File: config.mk
export PLATFORM = sky130hd
export DESIGN_NAME = fft_subsystem
export DESIGN_NICKNAME = d
export VERILOG_FILES = /design/src/verilog/fft_pkg.sv /design/src/verilog/fft_shuffle.sv /design/src/verilog/fft_twiddle_rom.sv /design/src/verilog/fft_butterfly_array.sv /design/src/verilog/fft_pease_core.sv /design/src/verilog/fft_wb_regs.sv /design/src/verilog/fft_subsystem.sv
export VERILOG_INCLUDE_DIRS = /design/src /design/src/verilog
export SDC_FILE = /design/constraint.sdc
export NUM_CORES = 2
export LEC_CHECK = 0
export ABC_AREA = 0
export BUFFER_PORTS_ARGS = -buffer_cell sky130_fd_sc_hd__buf_2
export CELL_PAD_IN_SITES_DETAIL_PLACEMENT = 1
export CELL_PAD_IN_SITES_GLOBAL_PLACEMENT = 1
export CORE_MARGIN = 2
export CORE_UTILIZATION = 52
export CTS_BUF_LIST = sky130_fd_sc_hd__clkbuf_16
export CTS_CLUSTER_DIAMETER = 50
export DETAILED_ROUTE_END_ITERATION = 12
export GPL_TIMING_DRIVEN = 0
export PLACE_DENSITY = 0.95
export SLEW_MARGIN = 20
export SYNTH_ARGS = -nofsm -noshare
export SYNTH_HDL_FRONTEND = slang
export SYNTH_SLANG_ARGS = --single-unit
File: constraint.sdc
create_clock -name clk -period 13.2 [get_ports clk]
set_input_delay 1.98 -clock clk [delete_from_list [all_inputs] [get_ports clk]]
set_output_delay 1.98 -clock clk [all_outputs]
set_load 0.02 [all_outputs]
File: src/verilog/fft_config.svh
`ifndef FFT_CONFIG_SVH
`define FFT_CONFIG_SVH

// Frame length, a power of two
`define FFT_N_SAMPLES 8
`define FFT_SAMPLE_W  16
`define FFT_FRAC_BITS 8

// Word address width on the bus
`define FFT_WB_ADDR_W 5

`endif

File: src/verilog/fft_pkg.sv
`include "fft_config.svh"

package fft_pkg;

  typedef logic signed [`FFT_SAMPLE_W-1:0] sample_t;

  // im in the upper half, same layout as a result word on the bus
  typedef struct packed {
    sample_t im;
    sample_t re;
  } cplx_t;

  typedef sample_t [`FFT_N_SAMPLES-1:0]   real_frame_t;
  typedef cplx_t   [`FFT_N_SAMPLES-1:0]   cplx_frame_t;
  typedef cplx_t   [`FFT_N_SAMPLES/2-1:0] twiddle_row_t;

  typedef logic [$clog2($clog2(`FFT_N_SAMPLES))-1:0] stage_t;

  typedef enum logic {
    PERM_BITREV,
    PERM_STRIDE
  } perm_t;

  // One valid/ready pair between register block and core
  typedef struct packed {
    logic val;
    logic rdy;
  } core_hs_t;

endpackage

File: src/verilog/fft_shuffle.sv
`timescale 1ns/1ns
`include "fft_config.svh"

module fft_shuffle #(
  parameter type            item_t = fft_pkg::sample_t,
  parameter fft_pkg::perm_t PERM   = fft_pkg::PERM_BITREV
) (
  input  item_t [`FFT_N_SAMPLES-1:0] in,
  output item_t [`FFT_N_SAMPLES-1:0] out
);
  import fft_pkg::*;

  localparam int N     = `FFT_N_SAMPLES;
  localparam int LOG_N = $clog2(N);

  function automatic int src_index(int i);
    int j;
    j = 0;
    if (PERM == PERM_BITREV) begin
      for (int b = 0; b < LOG_N; b++) begin
        j |= ((i >> b) & 1) << (LOG_N - 1 - b);
      end
    end else begin
      // Rotate left by one, even elements land in the lower half
      j = ((i << 1) | (i >> (LOG_N - 1))) & (N - 1);
    end
    return j;
  endfunction

  for (genvar i = 0; i < N; i++) begin : g_map
    assign out[i] = in[src_index(i)];
  end

endmodule

File: src/verilog/fft_twiddle_rom.sv
`timescale 1ns/1ns
`include "fft_config.svh"

module fft_twiddle_rom (
  input  fft_pkg::stage_t       stage,
  output fft_pkg::twiddle_row_t row
);
  import fft_pkg::*;

  localparam int  N        = `FFT_N_SAMPLES;
  localparam int  N_STAGES = $clog2(N);
  localparam int  K_BITS   = N_STAGES - 1;
  localparam real PI       = 3.14159265358979;

  // Quarter wave, rounded to nearest
  function automatic sample_t quarter_sine(int q);
    real v;
    v = $sin(2.0 * PI * q / N) * (1 << `FFT_FRAC_BITS);
    return sample_t'($rtoi(v + 0.5));
  endfunction

  // Full period from quarter-wave symmetry
  function automatic sample_t sine_entry(int i);
    sample_t v;
    if (i <= N / 4) begin
      v = quarter_sine(i);
    end else if (i < N / 2) begin
      v = quarter_sine(N / 2 - i);
    end else if (i <= 3 * N / 4) begin
      v = -quarter_sine(i - N / 2);
    end else begin
      v = -quarter_sine(N - i);
    end
    return v;
  endfunction

  sample_t      sine_tab [N];
  twiddle_row_t rows     [N_STAGES];

  for (genvar i = 0; i < N; i++) begin : g_sine
    assign sine_tab[i] = sine_entry(i);
  end

  // Stage s keeps only the top s bits of the butterfly index
  for (genvar s = 0; s < N_STAGES; s++) begin : g_stage
    for (genvar k = 0; k < N / 2; k++) begin : g_bfly
      localparam int MASK = ((1 << s) - 1) << (K_BITS - s);
      localparam int E    = k & MASK;
      assign rows[s][k].re = sine_tab[(E + N / 4) % N];
      assign rows[s][k].im = -sine_tab[E];
    end
  end

  assign row = (stage < N_STAGES) ? rows[stage] : '0;

endmodule

File: src/verilog/fft_butterfly_array.sv
`timescale 1ns/1ns
`include "fft_config.svh"

module fft_butterfly_array (
  input  fft_pkg::cplx_frame_t  in,
  input  fft_pkg::twiddle_row_t twiddles,
  output fft_pkg::cplx_frame_t  out
);
  import fft_pkg::*;

  localparam int W = `FFT_SAMPLE_W;
  localparam int F = `FFT_FRAC_BITS;

  for (genvar k = 0; k < `FFT_N_SAMPLES / 2; k++) begin : g_bfly
    cplx_t               a;
    cplx_t               b;
    cplx_t               w;
    cplx_t               bw;
    logic signed [2*W:0] prod_re;
    logic signed [2*W:0] prod_im;

    assign a = in[2*k];
    assign b = in[2*k+1];
    assign w = twiddles[k];

    // Full-width complex product b * w
    assign prod_re = b.re * w.re - b.im * w.im;
    assign prod_im = b.re * w.im + b.im * w.re;

    // Drop fraction bits, rounds toward minus infinity
    assign bw.re = prod_re[F +: W];
    assign bw.im = prod_im[F +: W];

    assign out[2*k].re   = a.re + bw.re;
    assign out[2*k].im   = a.im + bw.im;
    assign out[2*k+1].re = a.re - bw.re;
    assign out[2*k+1].im = a.im - bw.im;
  end

endmodule

File: src/verilog/fft_pease_core.sv
`timescale 1ns/1ns
`include "fft_config.svh"

module fft_pease_core (
  input  logic                 clk,
  input  logic                 reset,
  input  logic                 in_val,
  output logic                 in_rdy,
  input  fft_pkg::real_frame_t in_frame,
  output logic                 out_val,
  input  logic                 out_rdy,
  output fft_pkg::cplx_frame_t out_frame
);
  import fft_pkg::*;

  localparam int     N          = `FFT_N_SAMPLES;
  localparam stage_t LAST_STAGE = stage_t'($clog2(N) - 1);

  typedef enum logic [1:0] {
    IDLE,
    COMP,
    DONE
  } state_t;

  state_t       state;
  state_t       next_state;
  stage_t       stage;
  stage_t       next_stage;
  logic         accept;
  real_frame_t  rev_frame;
  cplx_frame_t  frame_q;
  cplx_frame_t  bfly_out;
  cplx_frame_t  stride_out;
  twiddle_row_t twiddles;

  fft_shuffle #(
    .item_t(sample_t),
    .PERM  (PERM_BITREV)
  ) bitrev_i (
    .in (in_frame),
    .out(rev_frame)
  );

  fft_twiddle_rom twiddle_rom_i (
    .stage(stage),
    .row  (twiddles)
  );

  fft_butterfly_array butterfly_array_i (
    .in      (frame_q),
    .twiddles(twiddles),
    .out     (bfly_out)
  );

  fft_shuffle #(
    .item_t(cplx_t),
    .PERM  (PERM_STRIDE)
  ) stride_i (
    .in (bfly_out),
    .out(stride_out)
  );

  // In DONE a new frame comes in only as the result leaves
  assign in_rdy    = (state == IDLE) || (state == DONE && out_rdy);
  assign accept    = in_val && in_rdy;
  assign out_val   = (state == DONE);
  assign out_frame = frame_q;

  always_comb begin
    next_state = state;
    next_stage = stage;
    case (state)
      IDLE: begin
        if (accept) begin
          next_state = COMP;
        end
      end
      COMP: begin
        if (stage == LAST_STAGE) begin
          next_state = DONE;
          next_stage = '0;
        end else begin
          next_stage = stage + 1'b1;
        end
      end
      DONE: begin
        if (out_rdy) begin
          next_state = accept ? COMP : IDLE;
        end
      end
      default: begin
        next_state = IDLE;
      end
    endcase
  end

  always_ff @(posedge clk) begin
    if (reset) begin
      state <= IDLE;
      stage <= '0;
    end else begin
      state <= next_state;
      stage <= next_stage;
    end
  end

  // Load bit-reversed, then one butterfly pass plus stride per COMP cycle
  always_ff @(posedge clk) begin
    if (accept) begin
      for (int i = 0; i < N; i++) begin
        frame_q[i].re <= rev_frame[i];
        frame_q[i].im <= '0;
      end
    end else if (state == COMP) begin
      frame_q <= stride_out;
    end
  end

endmodule

File: src/verilog/fft_wb_regs.sv
`timescale 1ns/1ns
`include "fft_config.svh"

module fft_wb_regs (
  input  logic                      clk,
  input  logic                      reset,
  input  logic                      cyc,
  input  logic                      stb,
  input  logic                      we,
  input  logic [`FFT_WB_ADDR_W-1:0] adr,
  input  logic [31:0]               dat_w,
  output logic [31:0]               dat_r,
  output logic                      ack,
  output logic                      core_val,
  input  logic                      core_rdy,
  output fft_pkg::real_frame_t      core_frame,
  input  logic                      res_val,
  output logic                      res_rdy,
  input  fft_pkg::cplx_frame_t      res_frame
);
  import fft_pkg::*;

  localparam int                        N        = `FFT_N_SAMPLES;
  localparam int                        IDX_W    = $clog2(N);
  localparam logic [`FFT_WB_ADDR_W-1:0] CTRL_ADR = 8;
  localparam logic [`FFT_WB_ADDR_W-1:0] RES_ADR  = 16;

  real_frame_t      samples;
  cplx_frame_t      results;
  logic             busy;
  logic             done;
  logic             req;
  logic             wr_cycle;
  logic             sel_sample;
  logic             sel_ctrl;
  logic             sel_result;
  logic [IDX_W-1:0] idx;

  assign req        = cyc && stb;
  // Writes land at the end of the ack cycle
  assign wr_cycle   = req && we && ack;
  assign sel_sample = adr < CTRL_ADR;
  assign sel_ctrl   = adr == CTRL_ADR;
  assign sel_result = (adr >= RES_ADR) && (adr < RES_ADR + N);
  assign idx        = adr[IDX_W-1:0];
  assign core_frame = samples;
  assign res_rdy    = 1'b1;

  always_ff @(posedge clk) begin
    if (reset) begin
      ack   <= 1'b0;
      dat_r <= '0;
    end else begin
      ack <= req && !ack;
      if (req && !ack && !we) begin
        if (sel_ctrl) begin
          dat_r <= {30'd0, done, busy};
        end else if (sel_result) begin
          dat_r <= results[idx];
        end else begin
          dat_r <= '0;
        end
      end
    end
  end

  always_ff @(posedge clk) begin
    if (reset) begin
      samples  <= '0;
      results  <= '0;
      busy     <= 1'b0;
      done     <= 1'b0;
      core_val <= 1'b0;
    end else begin
      if (wr_cycle && sel_sample) begin
        samples[idx] <= dat_w[`FFT_SAMPLE_W-1:0];
      end
      if (core_val && core_rdy) begin
        core_val <= 1'b0;
      end
      // Start is ignored while a frame is in flight
      if (wr_cycle && sel_ctrl && dat_w[0] && !busy) begin
        busy     <= 1'b1;
        done     <= 1'b0;
        core_val <= 1'b1;
      end
      if (res_val && res_rdy) begin
        results <= res_frame;
        busy    <= 1'b0;
        done    <= 1'b1;
      end
    end
  end

endmodule

File: src/verilog/fft_subsystem.sv
`timescale 1ns/1ns
`include "fft_config.svh"

module fft_subsystem (
  input  logic                      clk,
  input  logic                      reset,
  input  logic                      cyc,
  input  logic                      stb,
  input  logic                      we,
  input  logic [`FFT_WB_ADDR_W-1:0] adr,
  input  logic [31:0]               dat_w,
  output logic [31:0]               dat_r,
  output logic                      ack
);
  import fft_pkg::*;

  core_hs_t    in_hs;
  core_hs_t    out_hs;
  real_frame_t in_frame;
  cplx_frame_t out_frame;

  fft_wb_regs fft_wb_regs_i (
    .clk       (clk),
    .reset     (reset),
    .cyc       (cyc),
    .stb       (stb),
    .we        (we),
    .adr       (adr),
    .dat_w     (dat_w),
    .dat_r     (dat_r),
    .ack       (ack),
    .core_val  (in_hs.val),
    .core_rdy  (in_hs.rdy),
    .core_frame(in_frame),
    .res_val   (out_hs.val),
    .res_rdy   (out_hs.rdy),
    .res_frame (out_frame)
  );

  fft_pease_core fft_pease_core_i (
    .clk      (clk),
    .reset    (reset),
    .in_val   (in_hs.val),
    .in_rdy   (in_hs.rdy),
    .in_frame (in_frame),
    .out_val  (out_hs.val),
    .out_rdy  (out_hs.rdy),
    .out_frame(out_frame)
  );

endmodule

==> flow_summary_export.csv <==
group,metric,value,unit
sta,worst_slack,56.8,ps
logic_synthesis,yosysTopAreaCell,"fa_1",
setup_path,max_stage_delay,740,ps
power_and_ir_drop,power.static_leakage,0.0423,uW
logic_synthesis,yosysWarningCount,0,
setup_path,crit_path_end_kind,"flop",
layout,fin_nets,11500,
placed_design,finalWeightedCongestion,1.03,
clock_tree,htree_levels,3,
placed_design,dpl.hpwl,291000,microns
sta,rsz0062_at_grt,"no",
sta,setup_viol_count_final,0,
floorplan,fp.dieH,398,microns
logic_synthesis,synth_edf_count,128,
clock_tree,cts_max_path_buffers,3,
setup_path,path_buf_inv,9,
sta,min_period,13140,ps
sta,finalHoldViolCount,0,
sta,finClkSkew,27.5,ps
power_and_ir_drop,p_sw,3650,uW
setup_path,path_delay_family,"adder cells",
sta,fmax,76.1,MHz
clock_tree,insertion_delay,690,ps
flow_run,maxCapViolCount,0,
layout,final_core_util,56.3,%
setup_path,rr_worst_depth,36,
logic_synthesis,async_flop_share,0,%
clock_tree,cts_buffers,90,
logic_synthesis,postSynthCellCount,9098,
drt,drtIter0Drc,7816,
floorplan,dieArea,159000,sq um
layout,syn2layout_area_growth,7.51,%
sta,slew_headroom,10.9,%
power_and_ir_drop,ir_worst_vdd,138,uV
power_and_ir_drop,total_power,8410,uW
clock_tree,cts_root_buf,"clkbuf_16",
setup_path,required,13580,ps
floorplan,start_util,52.4,%
global_route,globalRouteOverflowTotal,0,
logic_synthesis,netlist-cell-type-count,77,
worst_hold_path,hp-class,"flop to flop",
drt,drt_pass1_iterations,6,
drt,vias,71900,
clock_tree,cts.sinks,672,
setup_path,slowest_stage,"clkbuf_1",
logic_synthesis,synth-main-ff-cell,"dfxtp_1",
sta,finalCritPeriodShare,99.6,%
global_route,grt_pass1_vias,79900,
drt,drc,0,
drt,avgViaCountPerCell,6.31,
logic_synthesis,synth_top_area_share,24.9,%
global_route,grt_usage,45.2,%
global_route,grt_pass1_wl,521000,microns
floorplan,core_area,154000,sq um
power_and_ir_drop,seq_power_share,31.6,%
drt,routed_wirelength,359000,microns
power_and_ir_drop,p_sw_share,43.5,%
sta,hold_slack,456,ps
clock_tree,cts-hold-fix-buffers,0,
worst_hold_path,hold_depth,2,
floorplan,pin_count,75,
logic_synthesis,synth-seq-cells,672,
clock_tree,cts_tree,"yes",
drt,ant_nets,0,
global_route,grt_max_degree,90,
setup_path,cp_num_cells,36,
logic_synthesis,syn_avg_cell_area,8.88,sq um
power_and_ir_drop,p_clk_share,30.0,%
floorplan,num_rows,144,
logic_synthesis,synth_nets,11300,
setup_path,crit_arrival,13520,ps
setup_path,crit_top_cell,"ha_1",
power_and_ir_drop,power_density,96.8,nW/um^2
drt,routedWlPerCell,31.5,microns
placed_design,io_buffers,39,
layout,drive_gt1_share,3.52,%
layout,final_cell_mix,"inv_1, nand2_1, ha_1",
clock_tree,cts_setup_buffers,0,
setup_path,crit_type,"flop to flop",
logic_synthesis,synthesis.area,80800,sq um
power_and_ir_drop,internal-power,4750,uW
placed_design,place_ws,-1490,ps
layout,layout_commonest_cell,"inv_1",
sta,slew_viol_final,0,
logic_synthesis,synth_area_leaders,"fa_1, ha_1, dfxtp_1",
sta,worstMarginPinSlew,1340,ps
floorplan,fp.dieW,398,microns
setup_path,worst_setup_path_start_kind,"flop",
status,status,"complete, no violations",
global_route,antenna_found_initial,58,
power_and_ir_drop,pwr-share-comb,38.5,%
logic_synthesis,ys_seq_area_share,18.2,%
setup_path,cp_max_fo,17,
clock_tree,path_clk_slew,60,ps
[final timing paths]
kind | startpoint | end | slack, ps
worst max-delay path | fft_pease_core_i.stage[1] | fft_pease_core_i.out_frame[44] | 60
worst min-delay path | fft_wb_regs_i.dat_r[26] | fft_wb_regs_i.dat_r[26] | 460
worst max register to register | fft_pease_core_i.stage[1] | fft_pease_core_i.out_frame[44] | 60
worst min register to register | fft_wb_regs_i.dat_r[26] | fft_wb_regs_i.dat_r[26] | 460
[stage by stage]
step	area, sq um	TNS, ps	instances
floorplan	80800	0	9098
global placement	83500	-6370	11200
detailed placement	83600	-20610	11200
CTS	86700	0	11300
global route	86800	0	11400
finish	86800	0	11400
[timing repair]
| action | 4_1_cts | 5_1_grt |
|---|---|---|
| gates cloned | 0 | 0 |
| hold endpoints to repair | 0 | 0 |
| gates resized for setup | 13 | 17 |
| setup endpoints to repair | 54 | 30 |
[power groups by stage]
stage / sequential (uW) / clock [uW] / combinational, uW
finish: 2650 / 2520 / 3230
global route: 2620 / 2570 / 3390
CTS: 2600 / 2480 / 3070
detailed placement: 2640 / 0 / 3010
global placement: 2640 / 0 / 2810
floorplan: 2390 / 0 / 2010
[state kept, by name, indices dropped and copies added (netlist names)]
name,cells
fft_wb_regs_i.results,252
fft_wb_regs_i.busy,1
fft_pease_core_i.state,2
fft_pease_core_i.stage,2
fft_wb_regs_i.done,1
fft_wb_regs_i.ack,1
fft_wb_regs_i.core_frame,128
fft_wb_regs_i.core_val,1
fft_pease_core_i.out_frame,252
fft_wb_regs_i.dat_r,32
[routing by layer]
| layer | vias up | routed length, microns | GRT usage, % |
|---|---|---|---|
| met5 | - | 303 | 0.363 |
| met4 | 38 | 43300 | 44.0 |
| met3 | 2191 | 42300 | 14.9 |
| met1 | 35600 | 119000 | 49.5 |
| met2 | 5113 | 155000 | 68.4 |
| li1 | 28900 | - | - |
[layout make-up]
type                            instances  area, sq um
Timing Repair Buffer                   43          248
Clock inverter                         74          673
Inverter                             1946         7330
Multi-Input combinational cell       6145        57500
Fill cell                           18200        67400
Sequential cell                       672        14700
Clock buffer                           93         2330
Buffer                                333         1340
Tap cell                             2044         2560
Antenna cell                           38         95.1
[kinds of logic (layout without fill, tap and decap cells)]
group                    count (synthesis)  count (layout)  synth area share [%]
multiplexers                            86              86                  1.56
XOR/XNOR                               496             496                  5.39
flip-flops                             672             672                  18.2
other                                    0              38                     0
AND/OR/NAND/NOR                       2023            2023                  10.9
buffers and inverters                 2281            2489                  10.7
adder cells (fa/ha/maj)               2192            2192                  43.3
AO/OA/AOI/OAI                         1348            1348                  9.95
[synth_stat cells, drive strengths merged (30+ instances only)]
library cell,instances
o31ai,36
mux4,32
ha,1187
nor2,240
buf,39
a21oi,659
and3,40
xor2,101
inv,1945
a31oi,30
o21bai,60
xnor2,395
nand3,69
a21o,57
nor3,83
clkbuf,296
and2,134
dfxtp,544
fa,1005
nand2b,87
nand2,1237
nor2b,55
o21ai,269
edfxtp,128
mux2i,53
[worst min-delay path: cells and delay by family (launching register included)]
| kind | cells | cell delay (ps) |
|---|---|---|
| compound gates | 1 | 50 |
| simple gates | 1 | 50 |
| flops | 1 | 310 |
(Power assumes the default switching activity.)
